==> src/include/lsu_defines.svh <==
`ifndef LSU_DEFINES_SVH
`define LSU_DEFINES_SVH

// lanes and banks, one bank per lane
`define LSU_LANES 4

// data and address width
`define LSU_XLEN 32

// words per bank, indexed by address bits 9:4
`define LSU_BANK_WORDS 64

// destination register index width
`define LSU_REG_BITS 5

`endif

==> src/hdl/lsu_pkg.sv <==
package lsu_pkg;

  // rv32 load/store opcodes as seen by the memory stage
  typedef enum logic [2:0] {
    OP_LB  = 3'd0,
    OP_LH  = 3'd1,
    OP_LW  = 3'd2,
    OP_LBU = 3'd3,
    OP_LHU = 3'd4,
    OP_SB  = 3'd5,
    OP_SH  = 3'd6,
    OP_SW  = 3'd7
  } mem_op_e;

  // memory-access lane states
  typedef enum logic [1:0] {
    ST_IDLE  = 2'd0, // ready for a new operation
    ST_LOAD  = 2'd1, // read issued, waiting for ack
    ST_STORE = 2'd2, // write issued, waiting for ack
    ST_DONE  = 2'd3  // result held for the collector
  } access_state_e;

endpackage

==> src/hdl/lsu_dispatch.sv <==
`timescale 1ns/10ps
`include "lsu_defines.svh"

module lsu_dispatch import lsu_pkg::*; (
  input  logic                       clk,
  input  logic                       reset,
  input  logic                       in_valid,
  output logic                       in_ready,
  input  mem_op_e                    in_op,
  input  logic [`LSU_XLEN-1:0]       in_addr,
  input  logic [`LSU_XLEN-1:0]       in_wdata,
  input  logic [`LSU_REG_BITS-1:0]   in_rd,
  output logic [`LSU_LANES-1:0]      lane_valid,
  input  logic [`LSU_LANES-1:0]      lane_ready,
  output mem_op_e                    lane_op,
  output logic [`LSU_XLEN-1:0]       lane_addr,
  output logic [`LSU_XLEN-1:0]       lane_wdata,
  output logic [`LSU_REG_BITS-1:0]   lane_rd
);

  localparam int LANE_BITS = $clog2(`LSU_LANES);

  logic                 full;
  logic [LANE_BITS-1:0] sel; // target lane, fixed at capture
  logic                 leave;
  logic                 take;

  // entry leaves once its lane takes it
  assign leave    = full && lane_ready[sel];
  assign in_ready = !full || leave;
  assign take     = in_valid && in_ready;

  assign lane_valid = full ? (`LSU_LANES'(1) << sel) : '0;

  always_ff @(posedge clk) begin
    if (reset) begin
      full <= 1'b0;
    end else if (take) begin
      full <= 1'b1;
    end else if (leave) begin
      full <= 1'b0;
    end
  end

  // payload, only written on capture
  always_ff @(posedge clk) begin
    if (take) begin
      lane_op    <= in_op;
      lane_addr  <= in_addr;
      lane_wdata <= in_wdata;
      lane_rd    <= in_rd;
      sel        <= in_addr[2 +: LANE_BITS]; // word-interleaved banks
    end
  end

endmodule

==> config.mk <==
export PLATFORM = sky130hd
export DESIGN_NAME = lsu_dispatch
export DESIGN_NICKNAME = d
export VERILOG_FILES = /design/src/hdl/lsu_pkg.sv /design/src/hdl/lsu_dispatch.sv
export VERILOG_INCLUDE_DIRS = /design/src /design/src/include
export SDC_FILE = /design/constraint.sdc
export NUM_CORES = 1
export LEC_CHECK = 0
export BUFFER_PORTS_ARGS = -buffer_cell sky130_fd_sc_hd__buf_2
export CAP_MARGIN = 20
export CELL_PAD_IN_SITES_DETAIL_PLACEMENT = 2
export CELL_PAD_IN_SITES_GLOBAL_PLACEMENT = 2
export CORE_UTILIZATION = 28
export CTS_CLUSTER_SIZE = 28
export DETAILED_ROUTE_END_ITERATION = 6
export PLACE_DENSITY = 0.88
export SETUP_SLACK_MARGIN = 0.4
export SLEW_MARGIN = 20
export SYNTH_ARGS = -nofsm -noshare
export SYNTH_HDL_FRONTEND = slang
export SYNTH_SLANG_ARGS = --single-unit
==> constraint.sdc <==
create_clock -name clk -period 18 [get_ports clk]
set_clock_uncertainty 0.15 [all_clocks]
set_input_delay 3.6 -clock clk [delete_from_list [all_inputs] [get_ports clk]]
set_output_delay 3.6 -clock clk [all_outputs]
set_load 0.005 [all_outputs]
After elaboration in Yosys (flattened, before gate mapping) --
Index checks and enable logic that the tools add are counted. Widths: inputs -> output; s select.
Storage, ports and cells: register bits 75, latch bits 0, memory bits (writable) 0, bits in read-only memories 0, output and inout port bits 77, memories kept 0
Operators by class: add/subtract/negate cells 0, multiply operators 0, divide/modulo/power cells 0, order comparisons 1, equality and inequality tests 0, shift-type cells 1, mux-type cells 5, bitwise operators 0, reductions and logical operators 5
Operator list (number):
- $mux 4 | 1
- $shl 1x2->4 const A | 1
- $lt 2x3->1 const B | 1
- $mux 1 | 3
- $bmux 1 s2 | 1
- $logic_and 1x1->1 | 2
- $reduce_bool 2->1 | 1
- $logic_not 1->1 | 1
- $logic_or 1x1->1 | 1

Logic depth before layout (Yosys ltp) --
Gate-level depths: netlist (run 1).
word-level depth 6, mapped depth 2

Worst setup path before layout (run 1) --
No wires, ideal clock.
path kind input to register, start point input lane_ready[3], end point register lane_addr[0] (enable), setup time 0.618 ns, arrival 9.084 ns, setup slack 8.147 ns, stages 2, buffers on the path 0, path through mux2i_1 a221oi_1
Between the ends: longest elaborated chain between the ends 5
RTL lines:
- from (decl) | RTL line lsu_dispatch.sv:14 | input logic [`LSU_LANES-1:0] lane_ready,
- $bmux 1 s2 | RTL line lsu_dispatch.sv:29 | assign leave = full && lane_ready[sel];
- $mux 1 (not written as such) | RTL line lsu_dispatch.sv:29
- $logic_and 1x1->1 | RTL line lsu_dispatch.sv:29
- $logic_or 1x1->1 | RTL line lsu_dispatch.sv:30 | assign in_ready = !full || leave;
- $logic_and 1x1->1 | RTL line lsu_dispatch.sv:31 | assign take = in_valid && in_ready;
- named net take | RTL line lsu_dispatch.sv:26 | logic take;
- to (signal assigned) | RTL line lsu_dispatch.sv:49 | lane_addr <= in_addr;
- to (decl) | RTL line lsu_dispatch.sv:16 | output logic [`LSU_XLEN-1:0] lane_addr,
The timed path passes the listed nets, and every way through them passes these cells. The select of a mux whose other input is x is not followed. A chain may end at the register's enable or synchronous reset.

Worst setup path in the final report (run 1) --
start point input lane_ready[3], end point output in_ready
Between the ends: longest elaborated chain between the ends 4
RTL lines:
- $bmux 1 s2 | RTL line lsu_dispatch.sv:29
- $mux 1 (not written as such) | RTL line lsu_dispatch.sv:29
- $logic_and 1x1->1 | RTL line lsu_dispatch.sv:29
- $logic_or 1x1->1 | RTL line lsu_dispatch.sv:30
- to (decl) | RTL line lsu_dispatch.sv:8 | output logic in_ready,
Every way passes these cells. The select of a mux whose other input is x is not followed.

==> results.py, run 1 <==
metrics = {
    "outcome": {
        "status": "finished, final reports clean",
    },
    "clocking": {
        "cts_root_buf": "clkbuf_8",
        "h-tree-depth": 3,
        "hold_buffers": 0,
        "clk_latency_ns": 0.34,
        "cts_buffer_depth": 2,
        "numCtsBuffers": 9,
        "cts_resized": 0,
        "cts.clk_slew.worst_paths_ns": 0.08,
        "post_cts_buffers": 0,
        "numClockSinks": 73,
        "cts_tree": "built",
    },
    "route": {
        "post_drt_wl_per_cell_um": 18.8,
        "ant_nets": 0,
        "vias": 1530,
        "route.detailed.drc": 0,
        "routed.top_layer": "met4",
        "dr.pass1.iters": 4,
        "dr_wl_met2_mm": 3.59,
        "wl_met1_mm": 2.41,
        "wl_met3_um": 729,
        "via_per_inst": 4.23,
        "drt_iter0_drc": 92,
        "wl_mm": 6.79,
    },
    "synthesis": {
        "synth_cells": 88,
        "synth_commonest_cells": "72 x edfxtp_1, 2 x and2b_2, 2 x mux2i_1, 2 x nor2b_1",
        "syn_area_per_cell_sq_um": 26.1,
        "ys_top_cells_by_area": "edfxtp_1 94%, dfxtp_1 0.87%, mux2i_1 0.87%",
        "synthArstFlopShare_pct": 0,
        "syn-cell-area_sq_um": 2300,
        "synth_cell_types": 14,
        "syn-num-nets": 167,
        "yosysMostFrequentCell": "edfxtp_1",
        "ys_seq_area_share_pct": 94.9,
        "synth_seq_cells": 73,
        "synth_edf_count": 72,
        "netlist.area_leader.share_pct": 94.0,
        "synth_top_area_cell": "edfxtp_1",
        "ys.flop_type": "edfxtp_1",
        "yosysWarnings": 0,
    },
    "power": {
        "p_comb_share_pct": 7.8,
        "p_sw_w": 0.0000799,
        "powerDensity_nw_per_um2": 112,
        "p_leak_nw": 1.50,
        "clock_power_share_pct": 39.4,
        "vdd_ir_drop_max_mv": 0.0510,
        "pwr-share-seq_pct": 52.7,
        "switching_share_pct": 20.6,
        "intPower_w": 0.000308,
    },
    "placed_design": {
        "place_ws_ns": 9.84,
        "io_buffers": 155,
        "place_area_sq_um": 3230,
        "place.gp.congestion": 0.684,
        "hpwl_mm": 5.29,
    },
    "setup_path": {
        "path_class": "input pin to primary output",
        "slowest_stage": "mux2i_1",
        "critPathCaptureType": "primary output",
        "cp.arrival_ns": 4.41,
        "r2r_slack_ns": 15.60,
        "cp.required_ns": 14.25,
        "path_cells": "buf_2 -> mux2i_1 -> a22oi_1 -> buf_2",
        "crit_path_max_fanout": 3,
        "cp-start-kind": "input pin",
        "critPathMaxStageDelay_ns": 0.38,
        "cp_common_cell": "buf_2",
        "ff2ff_path_depth": 3,
    },
    "sta": {
        "fin_crit_sh_pct": 45.4,
        "drv_slew": 0,
        "period_needed_ns": 8.16,
        "max_freq_mhz": 122,
        "setup_viol": 0,
        "tightest_slew_ns": 0.905,
        "fin_hold_ws_ns": 0.615,
        "fin_tns_setup_ns": 0,
        "max_slew_margin_pct": 39.7,
        "rsz0062_at_grt": "no",
        "hold_viol": 0,
        "setup_slack_ns": 9.84,
    },
    "die": {
        "num_io_pins": 156,
        "core_area_sq_um": 7850,
        "initial_core_util_pct": 29.3,
        "rows": 32,
        "die_w_um": 92.6,
        "die_h_um": 92.6,
        "fp.dieArea_sq_um": 8580,
    },
    "layout": {
        "num-fill-cells": 815,
        "area_growth_pct": 50.9,
        "finalInstanceArea_sq_um": 3470,
        "fin_nets": 334,
        "ff_latch_area_sq_um": 2180,
        "multi_input_area_sq_um": 131,
        "n_antenna_cell": 0,
        "final_layout_size_suffix_gt1_share_pct": 67.7,
    },
    "global_routing": {
        "grt_pass1_vias": 1695,
        "antenna_found_initial": 0,
        "grt_pass1_wl_mm": 9.85,
        "grt_max_degree": 73,
        "grt.total_usage_pct": 16.4,
        "grt-ovfl-total": 0,
    },
    "worst_hold_path": {
        "whs_path_depth": 2,
        "worst_hold_path_type": "flop to flop",
    },
    "run": {
        "cap_viol_max_count": 0,
    },
}
through the flow:
stage	cells	utilization, %	power, W
finish	362	44.2	0.000388
CTS	362	44.2	0.000394
global route	362	44.2	0.000403
floorplan	88	-	0.000217
global placement	346	41.1	0.000237
detailed placement	346	41.1	0.000240
critical path: cells and delay by family:
kind,cells,cell delay [ns]
buffers and inverters,2,0.26
AO/OA/AOI/OAI,1,0.17
multiplexers,1,0.38
flip-flops by register name, indices dropped and copies added (netlist names):
| signal | flops |
|---|---|
| lane_op | 3 |
| lane_wdata | 32 |
| lane_rd | 5 |
| lane_addr | 32 |
| full | 1 |
routing by layer:
| layer | up-vias | global-route usage, % |
|---|---|---|
| met5 | - | 0 |
| li1 | 686 | - |
| met2 | 104 | 29.6 |
| met3 | 7 | 7.80 |
| met1 | 733 | 17.1 |
| met4 | 0 | 4.23 |
final timing paths:
check                    startpoint                     end
max                   lane_ready[3]                in_ready
min               full$_SDFFE_PP0P_       full$_SDFFE_PP0P_
max reg2reg  lane_addr[3]$_DFFE_PP_  lane_addr[7]$_DFFE_PP_
min reg2reg       full$_SDFFE_PP0P_       full$_SDFFE_PP0P_
kinds of logic (layout without fill, tap and decap cells):
group                  Yosys count  after routing  synth area share (%)
flip-flops                      73             73                  94.9
multiplexers                     2              2                 0.871
AO/OA/AOI/OAI                    3              3                  1.14
AND/OR/NAND/NOR                  9              9                  2.94
buffers and inverters            1            173                 0.163
power by group through the flow:
stage | Clock [W] | Combinational (W) | Sequential (W)
final | 0.000153 | 0.0000304 | 0.000205
after global placement | 0 | 0.0000293 | 0.000207
after CTS | 0.000158 | 0.0000312 | 0.000205
after floorplan | 0 | 0.00000551 | 0.000211
after detailed placement | 0 | 0.0000310 | 0.000209
after global routing | 0.000164 | 0.0000332 | 0.000206
cell type report:
cell class,instances,share of cell area (%)
inverters,1,0.108
well taps,102,3.68
flip-flops and latches,73,62.9
multi-input cells,14,3.79
repair buffers,156,22.6
clock inverters,6,3.32
clock buffers,10,3.68
cells in the final DEF (no fill, tap or decap), drive strengths merged, types with 2 or more instances in the layout:
| master | n |
|---|---|
| inv | 2 |
| bufinv | 3 |
| clkbuf | 10 |
| edfxtp | 72 |
| buf | 156 |
| and2 | 2 |
| mux2i | 2 |
| and2b | 2 |
| nor2b | 2 |
Power figures use the tool's default switching activity.
==> run 2, diff against run 1 <==
Settings changed: CORE_UTILIZATION 28 to 24, PLACE_DENSITY 0.88 to 0.81.
Clock period 18 ns to 6.9 ns, I/O delays scaled along.
==> results.py, run 2 (synthesis results as in run 1) <==
metrics = {
    "layout": {
        "final_layout_size_suffix_gt1_share_pct": 67.7,
        "n_antenna_cell": 0,
        "area_growth_pct": 52.4,
        "reg.largest.list": "lane_addr (32), lane_wdata (32), lane_rd (5)",
        "fin_nets": 334,
        "final_cell_mix": "155 x buf_2, 72 x edfxtp_1, 9 x clkbuf_8, 3 x bufinv_16, 3 x clkinv_4",
        "layout_commonest_cell": "buf_2",
    },
    "power": {
        "p_leak_nw": 1.51,
        "p_sw_w": 0.000210,
        "p_comb_share_pct": 7.8,
        "total_power_w": 0.00101,
        "vdd_ir_drop_max_mv": 0.107,
        "switching_share_pct": 20.7,
        "powerDensity_nw_per_um2": 289,
        "intPower_w": 0.000804,
        "pwr-share-seq_pct": 52.6,
        "clock_power_share_pct": 39.7,
    },
    "outcome": {
        "status": "finished, final reports clean",
    },
    "sta": {
        "hold_viol": 0,
        "fin_hold_ws_ns": 0.579,
        "drv_slew": 0,
        "fin_tns_setup_ns": 0,
        "rsz0062_at_grt": "no",
        "tightest_slew_ns": 0.894,
        "max_freq_mhz": 272,
        "period_needed_ns": 3.68,
        "max_slew_margin_pct": 40.4,
        "setup_viol": 0,
        "fin_crit_sh_pct": 53.4,
    },
    "setup_path": {
        "cp-start-kind": "input pin",
        "path_class": "input pin to primary output",
        "critPathMaxStageDelay_ns": 0.35,
        "slowest_stage": "mux2i_1",
        "crit_path_max_fanout": 3,
        "cp_common_cell": "buf_2",
        "path_cells": "buf_2 -> mux2i_1 -> a22oi_1 -> buf_2",
        "cp.required_ns": 5.37,
        "cp_top_family": "multiplexers",
        "critPathCaptureType": "primary output",
        "path_buf_inv": 2,
        "cp.arrival_ns": 2.15,
    },
    "die": {
        "rows": 35,
        "core_area_sq_um": 9240,
        "num_io_pins": 156,
        "die_h_um": 99.9,
        "initial_core_util_pct": 24.9,
        "fp.dieArea_sq_um": 9980,
        "die_w_um": 99.9,
    },
    "route": {
        "via_per_inst": 3.87,
        "post_drt_wl_per_cell_um": 17.4,
        "dr.pass1.iters": 4,
        "route.detailed.drc": 0,
        "ant_nets": 0,
        "vias": 1507,
        "drt_iter0_drc": 30,
        "wl_mm": 6.76,
    },
    "clocking": {
        "post_cts_buffers": 0,
        "cts_buffer_depth": 2,
        "cts_resized": 0,
        "h-tree-depth": 3,
        "hold_buffers": 0,
        "clk_latency_ns": 0.34,
        "cts_tree": "built",
        "numClockSinks": 73,
        "cts_root_buf": "clkbuf_8",
        "numCtsBuffers": 9,
        "cts.clk_slew.worst_paths_ns": 0.08,
    },
    "global_routing": {
        "grt_max_degree": 73,
        "grt-ovfl-total": 0,
        "antenna_found_initial": 0,
        "grt_pass1_vias": 1663,
        "grt_pass1_wl_mm": 9.92,
        "grt.total_usage_pct": 14.1,
    },
    "placed_design": {
        "io_buffers": 155,
        "hpwl_mm": 5.27,
        "place.gp.congestion": 0.681,
    },
    "run": {
        "cap_viol_max_count": 0,
    },
    "worst_hold_path": {
        "worst_hold_path_type": "flop to flop",
    },
}
[run 2: changes by cell type in the layout (fill, tap and decap cells not counted), sizes merged]
cell      delta
inv          -1
clkinvlp     -1
clkinv       +2
[run 2: metal layers]
layer | up-vias | GRT usage, % | routed length [um]
met3 | 5 | 6.62 | 786
met2 | 98 | 24.6 | 3530
met4 | 0 | 7.13 | 87
met5 | - | 0 | 0
li1 | 685 | - | -
met1 | 719 | 13.9 | 2360
[run 2: final timing paths]
path / startpoint / to / slack (ns) / depth (start not counted)
hold reg to reg: full$_SDFFE_PP0P_ / full$_SDFFE_PP0P_ / 0.58 / 2
hold / removal: full$_SDFFE_PP0P_ / full$_SDFFE_PP0P_ / 0.58 / 2
setup reg to reg: lane_addr[3]$_DFFE_PP_ / lane_op[2]$_DFFE_PP_ / 4.54 / 3
setup / recovery: lane_ready[3] / in_ready / 3.22 / 4
[run 2: stage by stage]
step	setup WS, ns	util [%]	instance area [sq um]	instances
final	3.22	37.9	3510	389
after global routing	3.13	37.9	3510	389
after CTS	3.20	37.9	3510	389
after detailed placement	3.24	35.3	3260	373
after global placement	3.29	35.3	3260	373
after floorplan	1.74	-	2310	88
[run 2: final cells by class]
cell class / instances / area (sq um)
multi-input cells: 14 / 131
fillers: 929 / 5730
inverters: 1 / 3.75
clock buffers: 10 / 128
clock inverters: 6 / 116
flip-flops and latches: 73 / 2180
well taps: 129 / 161
repair buffers: 156 / 783
[run 2: worst min-delay path: cells and delay by family (launching register included)]
family,cells,cell delay [ns]
simple gates,1,0.18
flops,1,0.37
compound gates,1,0.14
[run 2: power by group through the flow]
stage / combinational, W / sequential [W] / clock, W
after floorplan: 0.0000149 / 0.000549 / 0
after global placement: 0.0000773 / 0.000541 / 0
after detailed placement: 0.0000812 / 0.000544 / 0
after CTS: 0.0000817 / 0.000534 / 0.000417
after global routing: 0.0000866 / 0.000537 / 0.000435
final: 0.0000786 / 0.000533 / 0.000403
