$ cat config.mk
export PLATFORM = sky130hd
export DESIGN_NAME = lsu_collect
export DESIGN_NICKNAME = d
export VERILOG_FILES = /design/src/hdl/lsu_collect.sv
export VERILOG_INCLUDE_DIRS = /design/src /design/src/include
export SDC_FILE = /design/constraint.sdc
export NUM_CORES = 1
export LEC_CHECK = 0
export ABC_AREA = 1
export BUFFER_PORTS_ARGS = -buffer_cell sky130_fd_sc_hd__buf_2
export CAP_MARGIN = 40
export CORE_ASPECT_RATIO = 1.25
export CORE_MARGIN = 5
export CORE_UTILIZATION = 42
export DETAILED_ROUTE_END_ITERATION = 6
export PLACE_DENSITY = 0.86
export SLEW_MARGIN = 10
export SYNTH_ARGS = -nofsm -noshare
export SYNTH_HDL_FRONTEND = slang
export SYNTH_SLANG_ARGS = --single-unit
$ cat constraint.sdc
create_clock -name clk -period 2.39 [get_ports clk]
set_input_delay 0.239 -clock clk [delete_from_list [all_inputs] [get_ports clk]]
set_output_delay 0.239 -clock clk [all_outputs]
set_load 0.03 [all_outputs]
$ cat src/include/lsu_defines.svh
`ifndef LSU_DEFINES_SVH
`define LSU_DEFINES_SVH

// lanes and banks, one bank per lane
`define LSU_LANES 4

// data and address width
`define LSU_XLEN 32

// words per bank, indexed by address bits 9:4
`define LSU_BANK_WORDS 64

// destination register index width
`define LSU_REG_BITS 5

`endif

$ cat src/hdl/lsu_collect.sv
`timescale 1ns/10ps
`include "lsu_defines.svh"

module lsu_collect (
  input  logic                       clk,
  input  logic                       reset,
  input  logic [`LSU_LANES-1:0]      res_valid,
  output logic [`LSU_LANES-1:0]      res_ready,
  input  logic [`LSU_REG_BITS-1:0]   res_rd       [`LSU_LANES],
  input  logic [`LSU_XLEN-1:0]       res_data     [`LSU_LANES],
  input  logic                       res_is_store [`LSU_LANES],
  output logic                       out_valid,
  input  logic                       out_ready,
  output logic [`LSU_REG_BITS-1:0]   out_rd,
  output logic [`LSU_XLEN-1:0]       out_data,
  output logic                       out_is_store
);

  localparam int LANE_BITS = $clog2(`LSU_LANES);

  logic [LANE_BITS-1:0] ptr;       // highest-priority lane this cycle
  logic [LANE_BITS-1:0] grant_idx;
  logic                 found;
  logic                 take;

  // output register free or draining
  assign take = !out_valid || out_ready;

  // first valid lane at or after ptr
  always_comb begin
    logic [LANE_BITS-1:0] cand;
    found     = 1'b0;
    grant_idx = ptr;
    for (int k = 0; k < `LSU_LANES; k++) begin
      cand = ptr + LANE_BITS'(k);
      if (!found && res_valid[cand]) begin
        found     = 1'b1;
        grant_idx = cand;
      end
    end
  end

  assign res_ready = (found && take) ? (`LSU_LANES'(1) << grant_idx) : '0;

  always_ff @(posedge clk) begin
    if (reset) begin
      out_valid <= 1'b0;
      ptr       <= '0;
    end else if (take) begin
      out_valid <= found;
      if (found) ptr <= grant_idx + 1'b1; // winner drops to lowest priority
    end
  end

  always_ff @(posedge clk) begin
    if (found && take) begin
      out_rd       <= res_rd[grant_idx];
      out_data     <= res_data[grant_idx];
      out_is_store <= res_is_store[grant_idx];
    end
  end

endmodule

# Word-level counts from Yosys, hierarchy flattened
# Index checks and enable logic that the tools add are counted.
[classes] add_sub_neg=4 order_cmp=5 shifts=1 n_mux=25 bitwise_logic=1 n_reduce_logical=10
[op_table] cell="$bmux W32 S2" n=1
[op_table] cell="$mux W32" n=2
[op_table] cell="$lt A2 B3 Y1 const B" n=4
[op_table] cell="$bmux W1 S2" n=5
[op_table] cell="$bmux W5 S2" n=1
[op_table] cell="$mux W1" n=10
[op_table] cell="$mux W5" n=2
[op_table] cell="$mux W2" n=3
[op_table] cell="$add A2 B1 Y2 const B" n=2
[op_table] cell="$add A2 B2 Y2 const B" n=2
[op_table] cell="$logic_and A1 B1 Y1" n=4
[op_table] cell="$logic_not A1 Y1" n=4
[op_table] cell="$mux W4" n=1
[op_table] cell="$shl A1 B2 Y4 const A" n=1
[op_table] cell="$ge A3 B3 Y1 const B" n=1
[op_table] cell="$not A2 Y3" n=1
[op_table] cell="$reduce_and A2 Y1" n=1
[op_table] cell="$logic_or A1 B1 Y1" n=1
[word_totals] ff_bits=41

# Depth between registers and ports, before layout
# Gate-level depths: netlist (run 1).
[depth] ltp_word=16 ltp_mapped=17 depth_no_buf=15

# Worst setup path after synthesis (run 1)
# No wires, ideal clock.
[synth_path] path_type="register to register" start="reg ptr[1]" end="reg out_data[0] (enable)" t_arrival_ns=1.807 setup_slack_ns=0.190 stages_incl_launch_ff=11 synth_period_minus_slack_ns=2.200 cell_sequence="dfxtp_1 -> buf_4 -> inv_2 -> nand2_1 -> nand2_1 -> nand2_1 -> nand2_2 -> nor2_4 -> nand2_1 -> o21ai_2 -> inv_1"
[synth_via] elab_chain_cells=13 word_cells_on_any_way=22
[synth_rtl] item="start: declaration" line_no="lsu_collect.sv:21" rtl="logic [LANE_BITS-1:0] ptr;"
[synth_rtl] item="start signal: assignment" line_no="lsu_collect.sv:51" rtl="if (found) ptr <= grant_idx + 1'b1;"
[synth_rtl] item="parallel branches: the longest is 11 deep, another holds $add A2 B1 Y2"
[synth_rtl] item="$mux W1 (*)" line_no="lsu_collect.sv:36" rtl="if (!found && res_valid[cand]) begin"
[synth_rtl] item="$logic_and A1 B1 Y1 (*)" line_no="lsu_collect.sv:56" rtl="if (found && take) begin"
[synth_rtl] item="end signal: assignment" line_no="lsu_collect.sv:58" rtl="out_data <= res_data[grant_idx];"
[synth_rtl] item="end: declaration" line_no="lsu_collect.sv:15" rtl="output logic [`LSU_XLEN-1:0] out_data,"
# Mark *: on every way between the ends. The select of a mux whose other input is x is not followed.
# A chain may end at the register's enable or synchronous reset.

# Worst setup path after layout (run 1)
[layout_path] start="reg ptr[0]" end="out res_ready[3]"
[layout_via] elab_chain_cells=14 word_cells_on_any_way=27
[layout_rtl] item="parallel branches: the longest is 13 deep, another holds $add A2 B1 Y2"
[layout_rtl] item="$mux W4 (*)" line_no="lsu_collect.sv:43" rtl="assign res_ready = (found && take) ? (`LSU_LANES'(1) << grant_idx) : '0;"
[layout_rtl] item="end: declaration" line_no="lsu_collect.sv:8" rtl="output logic [`LSU_LANES-1:0] res_ready,"
# Marked as above.

==> metrics.md, run 1 <==
| Metric | Value |
|---|---|
| Critical Path RT | `2.15 ns` |
| Hold slack | `0.1364 ns` |
| Post-synthesis mux area share | `0` |
| Synth Area in Compound Gates | `0.007113` |
| Combinational Power Share | `0.704` |
| Cell internal pwr | `about 3.6 mW` |
| Seq cells post-synth | `41` |
| Initial Util | `0.4313` |
| Synth Area in XOR/XNOR | `0` |
| Core area | `about 0.0069 mm2` |
| Die height | `between 100 and 150 um` |
| Clk sinks | `slightly above 40` |
| Fill cells | `between 600 and 700` |
| Clock slew at reported path FFs | `about 0.08 ns` |
| Detail Placement HPWL | `~7900 um` |
| Clk pwr share | `0.086` |
| # rows | `34` |
| NetSw | `slightly above 4 mW` |
| DIE AREA | `between 0.008 and 0.009 mm2` |
| Worst setup path class | `register to primary output` |
| Layout cells sized above 1 | `0.3965` |
| Post-DRT Antenna Nets | `0` |
| Drt via density | `roughly 5.2` |
| Met1 wire length | `between 3000 and 4000 um` |
| Ports | `roughly 200` |
| Nature of the critical path endpoint | `primary output` |
| Switch share | `0.5316` |
| VDD IR max | `between 0.0015 and 0.002 V` |
| Root Buffer | `clkbuf_8` |
| Mapped Area | `approximately 0.0030 mm2` |
| Power per standard cell area | `~1800 mW/mm2` |
| Final setup margin | `about 0.058 ns` |
| DR WL/cell | `about 14 um` |
| Clk_skew | `0.006384 ns` |
| Initial antenna violation count | `0` |
| Number of synthesis warnings | `0` |
| Avg Cell Area, Syn | `slightly below 7 um2` |
| Synth unique cells | `20` |
| Initial drt markers | `210` |
| Final min period | `about 2.3 ns` |
| Hold WC Path Type | `primary input to register` |
| P&R area growth vs syn | `42.51%` |
| Die Wd | `85.47 um` |
| First-pass GRT wire length | `~16000 um` |
| Worst-Skew Late Latency | `around 0.29 ns` |
| CP arrival | `roughly 2.1 ns` |
| Simple-gate share of the synthesized area | `0.4996` |
| Leak | `2.326 nW` |
| Syn Nets | `590` |
| Ant diodes | `0` |
| CTS Buf Count | `5` |
| Synth Area in Adders | `0` |
| H-tree level count | `2` |
| Slew margin rel. | `0.7425` |
| Seq pwr share | `0.209` |
| DP Worst Slack | `0.1198 ns` |
| Routed met2 length | `between 5000 and 6000 um` |
| WL final | `slightly above 10000 um` |
| Final GP Congestion | `approximately 0.90` |
| Largest family of logic cells by synthesized area | `simple AND/OR/NAND/NOR gates` |
| Drt drc | `0` |
| Nets@finish | `approximately 800` |
| Crit start category | `register` |
| Fmax | `about 430 MHz` |
| CTS max path bufs | `2` |
| DP Area | `between 0.004 and 0.005 mm2` |
| Worst slew pin tran | `0.3862 ns` |
| Tcrit/Tclk final | `0.9757` |
| Max Used Layer | `met4` |
| Vias post-DR | `3752` |
| Commonest non-fill, non-tap cell in the layout | `buf_2` |
| RSZ-0062 raised after global routing | `yes` |
| Layout Cell Area excl Fill | `~0.0043 mm2` |
| Syn Inst Count | `431` |
| Met3 routed WL | `1005 um` |
| Critical path fanouts, max | `8` |
| Status | `finished clean` |
| Setup TNS | `0 ns` |
| # port buffers | `around 200` |
| Vias in the first global route | `between 3000 and 4000` |
| Post-Route Utilization | `0.6146` |
| Sequential fraction of the synthesis area | `0.4017` |
| Final Hold Fails | `0` |
| Most frequent cells in the layout | `198 x buf_2, 196 x nand2_1, 128 x nand3_1` |
| # Max-Cap Violations | `0` |
| Max Slew Vio Count | `0` |
| Total congestion overflow | `0` |
| Gr usage total | `0.2120` |
| Clock tree from TritonCTS | `done` |
| Setup Viol. Count Final | `0` |
| Largest net degree at the start of global routing | `47` |
| Initial DRT Pass Iterations | `5` |
## metal layers
metal | global-route usage | vias to the layer above
met5 | 0 | -
met3 | 0.04041 | 31
li1 | - | 1826
met4 | 0.08145 | 0
met2 | 0.3806 | 211
met1 | 0.2434 | 1684
## cell families after synthesis
| group | after synthesis |
|---|---|
| compound gates | 3 |
| flops | 41 |
| simple gates | 343 |
| buf+inv | 44 |
## critical path, stage by stage (launching register included)
cell and delay, ns:
dfxtp_4 0.37, buf_6 0.13, nand2_1 0.06, nand2_1 0.11
nand2_1 0.09, nand2_2 0.10, nor2_4 0.16, nand4_1 0.20
nand2_4 0.20, clkinv_8 0.06, nor3_2 0.12, buf_4 0.19
## cells in the mapped netlist (all sizes together)
library cell,number,area share
nand2,204,0.26
nor3,1,0.0033
nand3,129,0.22
dfxtp,3,0.020
nand4,3,0.0084
a21o,1,0.0025
nor2,6,0.011
edfxtp,38,0.38
inv,13,0.016
a21oi,1,0.0017
buf,31,0.075
o21ai,1,0.0029
## cell type report
| class | count | area (um2) | area share |
|---|---|---|---|
| Inverter | 13 | 63.81 | 0.01497 |
| Timing Repair Buffer | 220 | 1197 | 0.2810 |
| Tap cell | 90 | 112.6 | 0.02642 |
| Clock buffer | 5 | 68.82 | 0.01615 |
| Sequential cell | 41 | 1209 | 0.2836 |
| Multi-Input combinational cell | 346 | 1545 | 0.3626 |
| Clock inverter | 3 | 65.06 | 0.01527 |
## registers in the layout (all words and copies together), names as in the netlist
register,flops
ptr,2
out_data,32
out_rd,5
out_is_store,1
out_valid,1
## what timing repair did
action                                  CTS  global route
pin swaps                                 0             5
setup buffers                             0             8
resized for setup                         5            19
endpoints found under the setup margin    3            10
hold buffers                              0             0
## path summary, 6_finish.rpt
kind,startpoint,end,slack (ns),depth (start not counted)
max reg2reg,ptr[0],out_data[5],0.12,11
max,ptr[0],res_ready[3],0.06,11
min,reset,ptr[0],0.14,2
min reg2reg,ptr[0],ptr[0],0.54,2
## per-stage QoR
stage	cells	total power, mW
after floorplan	431	5.580
after detailed placement	702	6.663
after CTS	710	7.383
after global placement	702	6.483
final	718	7.594
after global routing	718	8.193
## power by group through the flow
| stage | registers (mW) | clock network, mW | logic, mW |
|---|---|---|---|
| floorplan | 2.31 | 0 | 3.27 |
| global placement | 1.58 | 0 | 4.91 |
| detailed placement | 1.60 | 0 | 5.06 |
| CTS | 1.59 | 0.672 | 5.13 |
| global route | 1.62 | 0.706 | 5.86 |
| finish | 1.59 | 0.657 | 5.35 |
Note: power is estimated with default switching activity, not from simulation.
==> run 2: changes to the inputs <==
--- a/config.mk
+++ b/config.mk
@@ -10,10 +10,10 @@
 export BUFFER_PORTS_ARGS = -buffer_cell sky130_fd_sc_hd__buf_2
 export CAP_MARGIN = 40
 export CORE_ASPECT_RATIO = 1.25
-export CORE_MARGIN = 5
+export CORE_MARGIN = 1.5
 export CORE_UTILIZATION = 42
 export DETAILED_ROUTE_END_ITERATION = 6
-export PLACE_DENSITY = 0.86
+export PLACE_DENSITY = 0.81
 export SLEW_MARGIN = 10
 export SYNTH_ARGS = -nofsm -noshare
 export SYNTH_HDL_FRONTEND = slang
==> run 2 against run 1 <==
  * Non-clock buffer count up 4
  * Worst setup slack worse by 0.042 ns
  * Global-route usage up 3.7 points
  * Sequential power about the same
  * Count of clock-buffer cells in the layout unchanged
  * Via count up 2.3%
  * Largest cell class unchanged
  * Largest power group unchanged
  * Highest routed layer unchanged
==> metrics.md, run 2 (synthesized netlist as in run 1, its figures left out) <==
| Metric | Value |
|---|---|
| Pwr Total | `8.211 mW (+8.1%)` |
| Max Slew Vio Count | `0 (unchanged)` |
| Ports | `202 (unchanged)` |
| Final min period | `2.374 ns (+0.04213 ns)` |
| Largest Register | `out_data` |
| Final Hold Fails | `0 (unchanged)` |
| Nature of the critical path endpoint | `primary output` |
| Max Used Layer | `met4` |
| Drt drc | `0 (unchanged)` |
| Power per standard cell area | `1871 mW/mm2 (+5.0%)` |
| Drt via density | `5.316 (+1.7%)` |
| Setup Viol. Count Final | `0 (unchanged)` |
| Commonest non-fill, non-tap cell in the layout | `buf_2` |
| Post-CTS Hold Buffers | `0 (unchanged)` |
| Clk sinks | `41 (unchanged)` |
| Hold_sp | `reset` |
| Total congestion overflow | `0 (unchanged)` |
| Initial drt markers | `290 (+38%)` |
| Slew margin rel. | `0.6908 (-0.05168)` |
| Die Wd | `78.47 um (-8.2%)` |
| Core area | `0.006934 mm2 (unchanged)` |
| Critical path's slowest cell | `dfxtp_4` |
| H-tree level count | `2 (unchanged)` |
| Hold Path Sink | `ptr[1]` |
| Most frequent cells in the layout | `198 x buf_2, 194 x nand2_1, 128 x nand3_1` |
| WL final | `10400 um (about the same)` |
| Clock slew at reported path FFs | `0.08 ns (about the same)` |
| P&R area growth vs syn | `46.78%` |
| Status | `finished clean` |
| Crit start category | `register` |
| Worst setup path class | `register to primary output` |
| CTS Buf Count | `5 (unchanged)` |
| Vias post-DR | `3838 (+2.3%)` |
| Nets@finish | `790 (+0.51%)` |
| Initial Util | `0.4313 (unchanged)` |
| Clk_skew | `0.006822 ns (+0.0004382 ns)` |
| Gr usage total | `0.2486 (+0.03662)` |
| Initial antenna violation count | `0 (unchanged)` |
| # Max-Cap Violations | `0 (unchanged)` |
| Largest net degree at the start of global routing | `48 (+2.1%)` |
| Most frequent cell on the critical path | `nand2_1` |
| Initial DRT Pass Iterations | `5 (unchanged)` |
| Leak | `2.399 nW (+3.1%)` |
| DIE AREA | `0.007638 mm2 (-14%)` |
| Hold depth | `2 (unchanged)` |
| Layout Cell Area excl Fill | `0.004389 mm2 (+3.0%)` |
| DP Area | `0.004009 mm2 (+0.12%)` |
| Critical-path cell list | `buf_6, nand2_1, nand2_1, nand2_1, nand2_2, nand3_1, nand3_1, nand3_2, nand2_4, buf_12, nand2_1, inv_1, buf_4` |
| Met3 routed WL | `811 um (-19%)` |
| DR WL/cell | `14.40 um (-0.48%)` |
| # port buffers | `201 (unchanged)` |
| Critical path fanouts, max | `13 (+5)` |
| Worst-Skew Late Latency | `0.29 ns (about the same)` |
| # rows | `34 (unchanged)` |
| R2R Path Start | `ptr[0]` |
| Met1 wire length | `3743 um (+5.4%)` |
| Crit Reg-Reg Endpoint | `out_data[22]` |
| Placed instance count | `701 (-0.14%)` |
| Slack of the worst reg-to-reg path | `0.06 ns (-0.06 ns)` |
| Worst slew pin tran | `0.4638 ns (+0.07752 ns)` |
| Critical Path RT | `2.15 ns (about the same)` |
| Clock tree from TritonCTS | `done` |
| Routed met2 length | `5661 um (+2.4%)` |
| Post-DRT Antenna Nets | `0 (unchanged)` |
| Top flop regs | `out_data x32, out_rd x5, ptr x2` |
| Detail Placement HPWL | `7091 um (-10%)` |
| Root Buffer | `clkbuf_8` |
| Ant diodes | `0 (unchanged)` |
| Hold WC Path Type | `primary input to register` |
| Max reg flops | `32 (unchanged)` |
| Fmax | `421.2 MHz (-1.8%)` |
| R2R cell count | `15 (+4)` |
| First-pass GRT wire length | `15190 um (-2.4%)` |
| CP arrival | `2.14 ns (+0.05 ns)` |
| Die height | `97.34 um (-6.7%)` |
| Vias in the first global route | `3379 (-2.9%)` |
| Tcrit/Tclk final | `0.9933 (+0.01763)` |
| VDD IR max | `0.001828 V (-1.8%)` |
| Final GP Congestion | `0.9263 (+3.2%)` |
| Fin cells | `722 (+0.56%)` |
| CP max stage delay | `0.39 ns (+0.02 ns)` |
| CTS max path bufs | `2 (unchanged)` |
| Layout cells sized above 1 | `0.4035 (+0.006984)` |
-- run 2: cell types whose count changed in the layout (fill, tap and decap cells not counted), sizes merged --
| cell | delta |
|---|---|
| bufbuf | +3 |
| clkbuf | +1 |
| clkinv | -1 |
| inv | +1 |
-- run 2: layout make-up --
| type | count | area (um2) |
|---|---|---|
| clock inverter | 3 | 65.06 |
| tap | 90 | 112.6 |
| fill | 639 | 2545 |
| clock buffer | 5 | 68.82 |
| inverter | 13 | 58.81 |
| sequential | 41 | 1209 |
| multi-input combinational | 346 | 1543 |
| timing repair buffer | 224 | 1333 |
-- run 2: worst max-delay path, delay by kind of cell, from the launching register on --
kind / cells / cell delay, ns
simple gates: 9 / 0.97
buf+inv: 4 / 0.49
flops: 1 / 0.39
-- run 2: worst max path at each step --
stage                         to  slack [ns]  startpoint
global route        res_ready[3]       -0.09      ptr[0]
CTS                 res_ready[3]      0.0003      ptr[1]
global placement    out_data[29]        0.20      ptr[1]
finish              res_ready[2]        0.02      ptr[0]
detailed placement  res_ready[3]        0.15      ptr[1]
floorplan            out_data[0]        0.19      ptr[1]
-- run 2: per-stage QoR --
step           hold slack [ns]  worst slack (ns)  TNS (ns)  utilization
6_report                0.1404           0.01590         0       0.6330
5_1_grt                 0.1401          -0.09127   -0.6605       0.6330
3_5_place_dp            0.4464            0.1544         0       0.5781
3_3_place_gp            0.4429            0.1980         0       0.5781
4_1_cts                 0.1269         0.0002920         0       0.6166
2_1_floorplan           0.3081            0.1905         0            -
-- run 2: repair_timing --
action | in CTS | in global routing
hold endpoints to repair | 0 | 0
pin swaps | 1 | 7
cloned | 3 | 1
buffers inserted | 3 | 6
resized for setup | 6 | 17
setup endpoints to repair | 3 | 22
-- run 2: per-layer routing --
metal / vias to the layer above / global-route usage
met5: - / 0
met3: 18 / 0.03286
li1: 1829 / -
met4: 0 / 0.06868
met1: 1761 / 0.2756
met2: 230 / 0.4829
-- run 2: power breakdown --
| group | leakage [nW] | total (mW) | switching [mW] | internal [mW] |
|---|---|---|---|---|
| Combinational | 1.91 | 5.96 | 3.83 | 2.12 |
| Clock | 0.0681 | 0.656 | 0.241 | 0.415 |
| Sequential | 0.422 | 1.60 | 0.124 | 1.48 |
| Total | 2.40 | 8.21 | 4.20 | 4.01 |
