==> src/include/lsu_defines.svh <==
`ifndef LSU_DEFINES_SVH
`define LSU_DEFINES_SVH

// lanes and banks, one bank per lane
`define LSU_LANES 4

// data and address width
`define LSU_XLEN 32

// words per bank, indexed by address bits 9:4
`define LSU_BANK_WORDS 64

// destination register index width
`define LSU_REG_BITS 5

`endif

==> src/hdl/lsu_pkg.sv <==
package lsu_pkg;

  // rv32 load/store opcodes as seen by the memory stage
  typedef enum logic [2:0] {
    OP_LB  = 3'd0,
    OP_LH  = 3'd1,
    OP_LW  = 3'd2,
    OP_LBU = 3'd3,
    OP_LHU = 3'd4,
    OP_SB  = 3'd5,
    OP_SH  = 3'd6,
    OP_SW  = 3'd7
  } mem_op_e;

  // memory-access lane states
  typedef enum logic [1:0] {
    ST_IDLE  = 2'd0, // ready for a new operation
    ST_LOAD  = 2'd1, // read issued, waiting for ack
    ST_STORE = 2'd2, // write issued, waiting for ack
    ST_DONE  = 2'd3  // result held for the collector
  } access_state_e;

endpackage

==> src/hdl/mem_access_unit.sv <==
`timescale 1ns/10ps
`include "lsu_defines.svh"

module mem_access_unit import lsu_pkg::*; (
  input  logic                       clk,
  input  logic                       reset,
  // operation from the dispatcher
  input  logic                       op_valid,
  output logic                       op_ready,
  input  mem_op_e                    op,
  input  logic [`LSU_XLEN-1:0]       addr,
  input  logic [`LSU_XLEN-1:0]       wdata,
  input  logic [`LSU_REG_BITS-1:0]   rd,
  // bank side
  output logic                       mem_req,
  output logic [`LSU_XLEN-1:0]       mem_addr,
  output logic [3:0]                 mem_wstrb,
  output logic [`LSU_XLEN-1:0]       mem_wdata,
  input  logic                       mem_ack,
  input  logic [`LSU_XLEN-1:0]       mem_rdata,
  // result to the collector
  output logic                       res_valid,
  input  logic                       res_ready,
  output logic [`LSU_REG_BITS-1:0]   res_rd,
  output logic [`LSU_XLEN-1:0]       res_data,
  output logic                       res_is_store
);

  access_state_e        state;
  mem_op_e              op_q;
  logic [1:0]           off_q;      // byte offset in the word
  logic                 accept;
  logic                 is_store;
  logic [3:0]           st_strb;
  logic [`LSU_XLEN-1:0] st_data;
  logic [`LSU_XLEN-1:0] ld_data;
  logic [7:0]           ld_byte;
  logic [15:0]          ld_half;

  assign op_ready     = (state == ST_IDLE);
  assign accept       = op_valid && op_ready;
  assign is_store     = (op == OP_SB) || (op == OP_SH) || (op == OP_SW);
  assign res_valid    = (state == ST_DONE);
  assign res_is_store = (op_q == OP_SB) || (op_q == OP_SH) || (op_q == OP_SW);

  // store strobe and lane replication
  always_comb begin
    st_strb = 4'b0000;
    st_data = wdata;
    case (op)
      OP_SW: st_strb = 4'b1111;
      OP_SH: begin
        st_strb = addr[1] ? 4'b1100 : 4'b0011;
        st_data = {2{wdata[15:0]}};
      end
      OP_SB: begin
        st_strb = 4'b0001 << addr[1:0];
        st_data = {4{wdata[7:0]}};
      end
      default: st_strb = 4'b0000; // loads read only
    endcase
  end

  // pick the addressed byte / halfword out of the read word
  assign ld_byte = mem_rdata[{off_q, 3'b000} +: 8];
  assign ld_half = off_q[1] ? mem_rdata[31:16] : mem_rdata[15:0];

  always_comb begin
    case (op_q)
      OP_LB:   ld_data = {{24{ld_byte[7]}}, ld_byte};
      OP_LBU:  ld_data = {24'b0, ld_byte};
      OP_LH:   ld_data = {{16{ld_half[15]}}, ld_half};
      OP_LHU:  ld_data = {16'b0, ld_half};
      OP_LW:   ld_data = mem_rdata;
      default: ld_data = '0; // stores return zero
    endcase
  end

  // control
  always_ff @(posedge clk) begin
    if (reset) begin
      state   <= ST_IDLE;
      mem_req <= 1'b0;
    end else begin
      mem_req <= 1'b0; // one-cycle request pulse
      case (state)
        ST_IDLE: begin
          if (op_valid) begin
            mem_req <= 1'b1;
            state   <= is_store ? ST_STORE : ST_LOAD;
          end
        end
        ST_LOAD, ST_STORE: begin
          if (mem_ack) state <= ST_DONE;
        end
        ST_DONE: begin
          if (res_ready) state <= ST_IDLE;
        end
        default: state <= ST_IDLE;
      endcase
    end
  end

  // request payload, captured on acceptance
  always_ff @(posedge clk) begin
    if (accept) begin
      op_q      <= op;
      res_rd    <= rd;
      off_q     <= addr[1:0];
      mem_addr  <= {addr[`LSU_XLEN-1:2], 2'b00};
      mem_wstrb <= st_strb;
      mem_wdata <= st_data;
    end
  end

  // result payload
  always_ff @(posedge clk) begin
    if (mem_ack && (state == ST_LOAD || state == ST_STORE)) begin
      res_data <= ld_data;
    end
  end

endmodule

==> config.mk <==
export PLATFORM = sky130hd
export DESIGN_NAME = mem_access_unit
export DESIGN_NICKNAME = d
export VERILOG_FILES = /design/src/hdl/lsu_pkg.sv /design/src/hdl/mem_access_unit.sv
export VERILOG_INCLUDE_DIRS = /design/src /design/src/include
export SDC_FILE = /design/constraint.sdc
export NUM_CORES = 1
export LEC_CHECK = 0
export BUFFER_PORTS_ARGS = -buffer_cell sky130_fd_sc_hd__clkbuf_2
export CORE_MARGIN = 5
export CORE_UTILIZATION = 50
export DETAILED_ROUTE_END_ITERATION = 7
export GPL_TIMING_DRIVEN = 0
export PLACE_DENSITY = 0.82
export SLEW_MARGIN = 10
export SYNTH_ARGS = -nofsm -noshare
export SYNTH_HDL_FRONTEND = slang
export SYNTH_SLANG_ARGS = --single-unit
==> constraint.sdc <==
create_clock -name clk -period 6.7 [get_ports clk]
set_clock_uncertainty 0.05 [all_clocks]
set_input_delay 0.67 -clock clk [delete_from_list [all_inputs] [get_ports clk]]
set_output_delay 0.67 -clock clk [all_outputs]
set_load 0.01 [all_outputs]
# Word-level counts from Yosys, hierarchy flattened
# Index checks and enable logic that the tools add are counted.
[classes] eq_ne=16 shift=2 muxes=11 bitwise=1 n_reduce_logical=12
[ops] op="case mux 32 bit (5 select lines)" n=1
[ops] op="case mux 32 bit (2 select lines)" n=1
[ops] op="indexed part select 32 x 6 -> 8 bit" n=1
[ops] op="== test 3 bit, second input constant" n=7
[ops] op="2-to-1 mux 16 bit" n=1
[ops] op="case mux 4 bit (3 select lines)" n=1
[ops] op="2-to-1 mux 2 bit" n=4
[ops] op="== test 3 x 2 -> 1 bit, second input constant" n=2
[ops] op="case mux 2 bit (3 select lines)" n=1
[ops] op="logical OR 1 bit" n=5
[ops] op="== test 2 bit, second input constant" n=2
[ops] op="2-to-1 mux 4 bit" n=1
[ops] op="inequality test 2 bit, second input constant" n=2
[ops] op="OR reduction 2 bit" n=2
[ops] op="<< shifter 1 x 2 -> 4 bit, first input constant" n=1
[ops] op="== test 3 x 1 -> 1 bit, second input constant" n=1
[ops] op="zero test 3 bit" n=1
[ops] op="AND reduction 3 bit" n=1
[ops] op="== test 2 x 1 -> 1 bit, second input constant" n=1
[ops] op="logical AND 1 bit" n=2
[ops] op="zero test 2 bit" n=1
[ops] op="inequality test 2 x 1 -> 1 bit, second input constant" n=1
[ops] op="2-to-1 mux 1 bit" n=1
[ops] op="NOT 1 bit" n=1
[totals] regBits=111 input_bits=109 wordCells=51

# Logic depth before layout (Yosys ltp)
# Gate-level depths: netlist of run 1.
[depth] word_depth=6 ltp_mapped=7 depth_no_buf=6

# Worst setup path after synthesis of run 1
# OpenSTA, ideal clock, no wires.
[synth_timing] kind="input to register" startpoint="in op_valid" endpoint="reg mem_addr[10] (enable)" arrival_ns=2.448 t_required_ns=6.207 slack_ns=3.759 path_stages=1 n_path_buf=0 path_cell_list="and2_1"
[synth_via] elab_chain_cells=1
[synth_rtl] element="start: declaration" line_no="mem_access_unit.sv:8" rtl="input logic op_valid,"
[synth_rtl] element="logical AND 1 bit" line_no="mem_access_unit.sv:41" rtl="assign accept = op_valid && op_ready;"
[synth_rtl] element="end signal: assignment" line_no="mem_access_unit.sv:110" rtl="mem_addr <= {addr[`LSU_XLEN-1:2], 2'b00};"
[synth_rtl] element="end: declaration" line_no="mem_access_unit.sv:16" rtl="output logic [`LSU_XLEN-1:0] mem_addr,"
# No other way between the ends.
# A chain may end at the register's enable or synchronous reset.

# Worst setup path after layout of run 1
[layout_timing] startpoint="reg op_q[2]" endpoint="reg res_data[5] (data pin)"
[layout_via] elab_chain_cells=2 word_cells_on_any_way=6
[layout_rtl] element="start: declaration" line_no="mem_access_unit.sv:30" rtl="mem_op_e op_q;"
[layout_rtl] element="start signal: assignment" line_no="mem_access_unit.sv:107" rtl="op_q <= op;"
[layout_rtl] element="== test 3 x 2 -> 1 bit (tied with other cells)" line_no="mem_access_unit.sv:69" rtl="case (op_q)"
[layout_rtl] element="case mux 32 bit (5 select lines) (*)" line_no="mem_access_unit.sv:69"
[layout_rtl] element="via ld_data[5]" line_no="mem_access_unit.sv:36" rtl="logic [`LSU_XLEN-1:0] ld_data;"
[layout_rtl] element="end signal: assignment" line_no="mem_access_unit.sv:119" rtl="res_data <= ld_data;"
[layout_rtl] element="end: declaration" line_no="mem_access_unit.sv:25" rtl="output logic [`LSU_XLEN-1:0] res_data,"
# Mark *: on every way through the listed nets, which the timed path passes. The rest lies on a longest branch.

==> flow_metrics.env, run 1 <==
export IMPL_endpoint_kind="register"
export IMPL_hold_viol=0
export IMPL_antenna_found_initial=0
export IMPL_final_layout_size_suffix_gt1_share_pct=43.4
export IMPL_ctsHoldBuffers=0
export IMPL_place_area_mm2=0.00603
export IMPL_die_h_um=107
export IMPL_via_count=3770
export IMPL_clock_sinks=111
export IMPL_drc_errors=0
export IMPL_mostFrequentLayoutCells="clkbuf_2, edfxtp_1, nand2_1, o21ai_0"
export IMPL_cts_tree="built"
export IMPL_grtUsageTotal_pct=22.3
export IMPL_relSlewSlack_pct=43.1
export IMPL_root_buffer="clkbuf_8"
export IMPL_cts_resized=0
export IMPL_hp_class="in2reg"
export IMPL_drt_iter0_markers=182
export IMPL_postCtsSetupBuffers=0
export IMPL_syn_to_final_growth_pct=31.1
export IMPL_cap_violations=0
export IMPL_crit_path_max_fanout=8
export IMPL_fmax_mhz=441
export IMPL_grt_pass1_vias=3900
export IMPL_setup_ws_ns=4.43
export IMPL_fin_area_mm2=0.00623
export IMPL_worst_pin_slew_ns=0.851
export IMPL_grt_pass1_wl_mm=19.8
export IMPL_avgViaCountPerCell=5.26
export IMPL_ys_warn_count=0
export IMPL_setup_viol=0
export IMPL_multi_input_area_mm2=0.00127
export IMPL_cp_start_kind="register"
export IMPL_fp_coreArea_mm2=0.00924
export IMPL_h_tree_depth=3
export IMPL_insertion_delay_ns=0.37
export IMPL_pin_count=218
export IMPL_power_leakage_nw=2.80
export IMPL_finalCritPeriodShare_pct=33.8
export IMPL_port_buffers=215
export IMPL_yosysUniqueCellTypes=39
export IMPL_rows=35
export IMPL_grt_max_degree=52
export IMPL_required_ns=6.75
export IMPL_nets=695
export IMPL_slew_viol_final=0
export IMPL_tns_ns=0
export IMPL_drt_wl_total_mm=12.9
export IMPL_ant_nets=0
export IMPL_fin_crit_ns=2.27
export IMPL_clk_path_buf_depth=2
export IMPL_syn_inst=355
export IMPL_ys_ff_latch=111
export IMPL_syn_mean_instance_area_um2=13.4
export IMPL_clkTransAtPathRegs_ns=0.12
export IMPL_first_pass_iters=4
export IMPL_die_area_mm2=0.0116
export IMPL_critPathArrivalTime_ns=2.32
export IMPL_route_detailed_wl_per_inst_um=18.0
export IMPL_overflow=0
export IMPL_dp_final_hpwl_mm=10.0
export IMPL_place_congestion=0.929
export IMPL_finalPower_mw=2.05
export IMPL_place_worst_setup_slack_ns=4.44
export IMPL_initial_core_util_pct=51.4
export IMPL_rsz0062_at_grt="no"
export IMPL_seqCellArea_mm2=0.00330
export IMPL_status="complete, no violations"
export IMPL_critical_path_class="reg2reg"
export IMPL_final_common_cell="clkbuf_2"
export IMPL_p_per_area_mw_per_mm2=329
export IMPL_dieWidth_um=107
export IMPL_syn_area_mm2=0.00475
export IMPL_max_vdd_ir_drop_uv=174
export IMPL_n_fill_cell=666
export IMPL_n_antenna_cell=0
export IMPL_synth_seq_area_share_pct=69.5
export IMPL_cts_buffers=9
==> registers in the layout, indices dropped and copies added (netlist names) <==
register / flops
state: 2
off_q: 2
mem_wstrb: 4
op_q: 3
mem_req: 1
res_rd: 5
res_data: 32
mem_wdata: 32
mem_addr: 30
==> layout make-up <==
cell class | instances | share of cell area [%]
clock inverters | 7 | 1.21
multi-input cells | 206 | 20.4
clock buffers | 9 | 1.99
well taps | 129 | 2.59
inverters | 16 | 0.964
plain buffers | 23 | 2.07
repair buffers | 216 | 17.7
flip-flops and latches | 111 | 53.0
==> Yosys cell counts <==
cell | n | share of area (%)
edfxtp_1 | 108 | 68
nand2_1 | 59 | 4.7
o21ai_0 | 29 | 3.1
inv_1 | 16 | 1.3
mux2i_1 | 16 | 3.4
nor2_1 | 13 | 1.0
clkbuf_1 | 12 | 0.95
a21oi_1 | 9 | 0.95
mux2_2 | 9 | 2.1
nand2b_1 | 9 | 1.2
a22oi_1 | 8 | 1.3
a31oi_1 | 8 | 1.1
o22ai_1 | 8 | 1.1
a32oi_1 | 7 | 1.3
and2_1 | 3 | 0.40
buf_1 | 3 | 0.24
buf_2 | 3 | 0.32
dfxtp_1 | 3 | 1.3
ha_1 | 3 | 0.79
nand3_1 | 3 | 0.32
a21boi_0 | 2 | 0.32
buf_4 | 2 | 0.32
buf_6 | 2 | 0.47
nand3b_1 | 2 | 0.32
nor2b_1 | 2 | 0.26
o211ai_1 | 2 | 0.32
xnor2_1 | 2 | 0.37
a221oi_1 | 1 | 0.18
a222oi_1 | 1 | 0.21
and2_4 | 1 | 0.18
and3b_1 | 1 | 0.18
buf_12 | 1 | 0.42
conb_1 | 1 | 0.079
mux4_2 | 1 | 0.47
nand2_2 | 1 | 0.13
nand3b_4 | 1 | 0.42
nor3b_1 | 1 | 0.16
o21a_1 | 1 | 0.16
xor2_1 | 1 | 0.18
==> through the flow <==
stage | std cells | utilization (%) | hold slack, ns
global placement | 700 | 64.8 | 0.422
global route | 717 | 67.4 | 0.382
floorplan | 356 | - | 0.407
CTS | 717 | 67.4 | 0.397
detailed placement | 701 | 65.3 | 0.461
finish | 717 | 67.4 | 0.405
==> cells by family after synthesis <==
group	Yosys count	share of synthesized area, %
flip-flops	111	69.5
AND/OR/NAND/NOR	96	9.24
AO/OA/AOI/OAI	76	9.85
buffers and inverters	39	3.98
multiplexers	26	5.98
adder cells (fa/ha/maj)	3	0.790
XOR/XNOR	3	0.553
other	1	0.0789
==> critical path, cell delays in order (launching register included) <==
cell and delay (ns):
edfxtp_1 0.51, nor2b_1 0.18, clkbuf_1 0.35, nor2_1 0.08
o21ai_0 0.56, o21ai_0 0.27
==> layer usage <==
layer  vias up  wire length, um  track usage, %  share of wire [%]
met1      1795             4650            24.8                 36
li1       1761                -               -                  -
met3        23             1320            7.92                 10
met5         -                0               0                  0
met4         0              275            7.39                2.1
met2       191             6680            39.7                 52
==> where the power goes <==
| group | switching, mW | total, mW | internal [mW] |
|---|---|---|---|
| Combinational | 0.389 | 0.618 | 0.230 |
| Clock | 0.247 | 0.394 | 0.147 |
| Sequential | 0.0473 | 1.04 | 0.992 |
| Total | 0.683 | 2.05 | 1.37 |
==> final timing paths <==
| path | startpoint | end | slack [ns] | cells past startpoint |
|---|---|---|---|---|
| max reg2reg | op_q[2] | res_data[5] | 4.43 | 5 |
| min reg2reg | state[0] | state[0] | 0.47 | 2 |
| min | addr[10] | mem_addr[10] | 0.40 | 1 |
| max | op_q[2] | res_data[5] | 4.43 | 5 |
Note: power is estimated with default switching activity, not from simulation.
==> run 2, diff against run 1 <==
--- a/config.mk
+++ b/config.mk
@@ -8,10 +8,10 @@
 export LEC_CHECK = 0
 export BUFFER_PORTS_ARGS = -buffer_cell sky130_fd_sc_hd__clkbuf_2
 export CORE_MARGIN = 5
-export CORE_UTILIZATION = 50
+export CORE_UTILIZATION = 47
 export DETAILED_ROUTE_END_ITERATION = 7
 export GPL_TIMING_DRIVEN = 0
-export PLACE_DENSITY = 0.82
+export PLACE_DENSITY = 0.77
 export SLEW_MARGIN = 10
 export SYNTH_ARGS = -nofsm -noshare
 export SYNTH_HDL_FRONTEND = slang
==> constraint.sdc (replaced) <==
create_clock -name clk -period 2.2 [get_ports clk]
set_clock_uncertainty 0.05 [all_clocks]
set_input_delay 0.22 -clock clk [delete_from_list [all_inputs] [get_ports clk]]
set_output_delay 0.22 -clock clk [all_outputs]
set_load 0.01 [all_outputs]
==> flow_metrics.env, run 2 (synthesis results as in run 1) <==
export IMPL_pin_count=218
export IMPL_cts_buffers=9
export IMPL_setup_ws_ns=0.239
export IMPL_via_count=3962
export IMPL_tns_ns=0
export IMPL_power_leakage_nw=2.97
export IMPL_grt_pass1_wl_mm=21.0
export IMPL_place_congestion=0.858
export IMPL_final_layout_size_suffix_gt1_share_pct=39.9
export IMPL_fmax_mhz=510
export IMPL_relSlewSlack_pct=43.0
export IMPL_grtUsageTotal_pct=21.6
export IMPL_grt_max_degree=57
export IMPL_avgViaCountPerCell=5.19
export IMPL_hp_class="in2reg"
export IMPL_place_inst=705
export IMPL_reg2reg_slack_ns=0.26
export IMPL_first_pass_iters=5
export IMPL_final_common_cell="clkbuf_2"
export IMPL_die_area_mm2=0.0122
export IMPL_finalPower_mw=6.19
export IMPL_hold_depth=1
export IMPL_stdcell_count=764
export IMPL_clock_sinks=111
export IMPL_critical_path_class="in2reg"
export IMPL_dp_final_hpwl_mm=9.74
export IMPL_hold_viol=0
export IMPL_worstReg2RegStart="state[1]"
export IMPL_syn_to_final_growth_pct=39.7
export IMPL_crit_path_max_fanout=10
export IMPL_mostFrequentLayoutCells="clkbuf_2, edfxtp_1, nand2_1, dlygate4sd3_1, o21ai_0"
export IMPL_rr_endpoint="res_data[16]"
export IMPL_reg_top3="mem_wdata (32), res_data (32), mem_addr (30)"
export IMPL_antenna_found_initial=0
export IMPL_fin_crit_ns=1.96
export IMPL_port_buffers=215
export IMPL_cp_start_kind="input pin"
export IMPL_insertion_delay_ns=0.36
export IMPL_required_ns=2.25
export IMPL_cap_violations=0
export IMPL_endpoint_kind="register"
export IMPL_initial_core_util_pct=48.4
export IMPL_drc_errors=0
export IMPL_critPathArrivalTime_ns=2.01
export IMPL_max_vdd_ir_drop_uv=421
export IMPL_slew_viol_final=0
export IMPL_place_worst_setup_slack_ns=-0.00138
export IMPL_clkTransAtPathRegs_ns=0.10
export IMPL_clk_path_buf_depth=2
export IMPL_nets=739
export IMPL_overflow=0
export IMPL_status="complete, no violations"
export IMPL_min_to="mem_addr[26]"
export IMPL_rsz0062_at_grt="no"
export IMPL_dieWidth_um=111
export IMPL_worst_pin_slew_ns=0.853
export IMPL_p_per_area_mw_per_mm2=933
export IMPL_n_antenna_cell=0
export IMPL_rows=36
export IMPL_finalCritPeriodShare_pct=89.2
export IMPL_drt_iter0_markers=218
export IMPL_cts_tree="built"
export IMPL_drt_wl_total_mm=13.4
export IMPL_h_tree_depth=3
export IMPL_grt_pass1_vias=4184
export IMPL_fp_coreArea_mm2=0.00982
export IMPL_setup_viol=0
export IMPL_root_buffer="clkbuf_8"
export IMPL_ff2ff_path_depth=4
export IMPL_ant_nets=0
export IMPL_route_detailed_wl_per_inst_um=17.5
export IMPL_die_h_um=111
export IMPL_holdCritStartpoint="addr[26]"
export IMPL_n_fill_cell=734
-- run 2: cell types whose count changed in the layout (fill, tap and decap cells not counted), sizes merged --
cell / change
dlygate4sd3: +44
inv: -1
clkinv: -3
clkinvlp: +1
clkbuf: +2
-- run 2: repair_timing --
| item | in CTS | in global routing |
|---|---|---|
| gates resized for setup | 1 | 0 |
| endpoints found under the hold margin | 46 | 0 |
| hold buffers | 44 | 0 |
| setup endpoints to repair | 2 | 0 |
| buffers inserted | 0 | 0 |
-- run 2: critical path, cell delays in order --
cell and delay, ns:
dlygate4sd3_1 0.53, clkbuf_2 0.11, clkbuf_1 0.21, buf_1 0.55, mux2i_1 0.28, a21oi_1 0.10
-- run 2: how the worst max path moves through the flow --
stage	cells past startpoint	start	endpoint	slack, ns
3_3_place_gp	4	state[0]	res_data[17]	-0.16
6_report	6	op[0]	mem_wdata[30]	0.24
5_1_grt	5	op_q[2]	res_data[4]	0.08
2_1_floorplan	3	state[0]	mem_addr[10]	0.12
4_1_cts	5	op_q[2]	res_data[6]	0.22
3_5_place_dp	5	op_q[2]	res_data[6]	-0.001
-- run 2: where the power goes --
| group | internal (mW) | total [mW] | switching [mW] |
|---|---|---|---|
| Sequential | 3.02 | 3.17 | 0.148 |
| Clock | 0.414 | 1.08 | 0.662 |
| Combinational | 0.751 | 1.95 | 1.20 |
| Total | 4.19 | 6.19 | 2.01 |
-- run 2: cell type report --
cell class | count | area, um2 | share of cell area (%)
clock inverters | 4 | 30.0 | 0.452
flip-flops and latches | 111 | 3300 | 49.8
repair buffers | 260 | 1540 | 23.3
multi-input cells | 206 | 1270 | 19.2
well taps | 133 | 166 | 2.51
clock buffers | 11 | 131 | 1.98
inverters | 16 | 60.1 | 0.905
plain buffers | 23 | 129 | 1.94
-- run 2: layer usage --
metal	share of wire (%)	up-vias	GRT usage, %
li1	-	1851	-
met1	35	1850	22.6
met2	51	225	38.4
met3	10	36	8.15
met4	3.3	0	9.85
met5	0	-	0
-- run 2: stage by stage --
| step | hold WS [ns] | area (um2) | util, % |
|---|---|---|---|
| 4_1_cts | 0.0102 | 6640 | 67.6 |
| 6_report | 0.0276 | 6640 | 67.6 |
| 3_5_place_dp | 0.349 | 6030 | 61.5 |
| 5_1_grt | 0.00268 | 6640 | 67.6 |
| 2_1_floorplan | 0.239 | 4760 | - |
| 3_3_place_gp | 0.348 | 6000 | 61.1 |
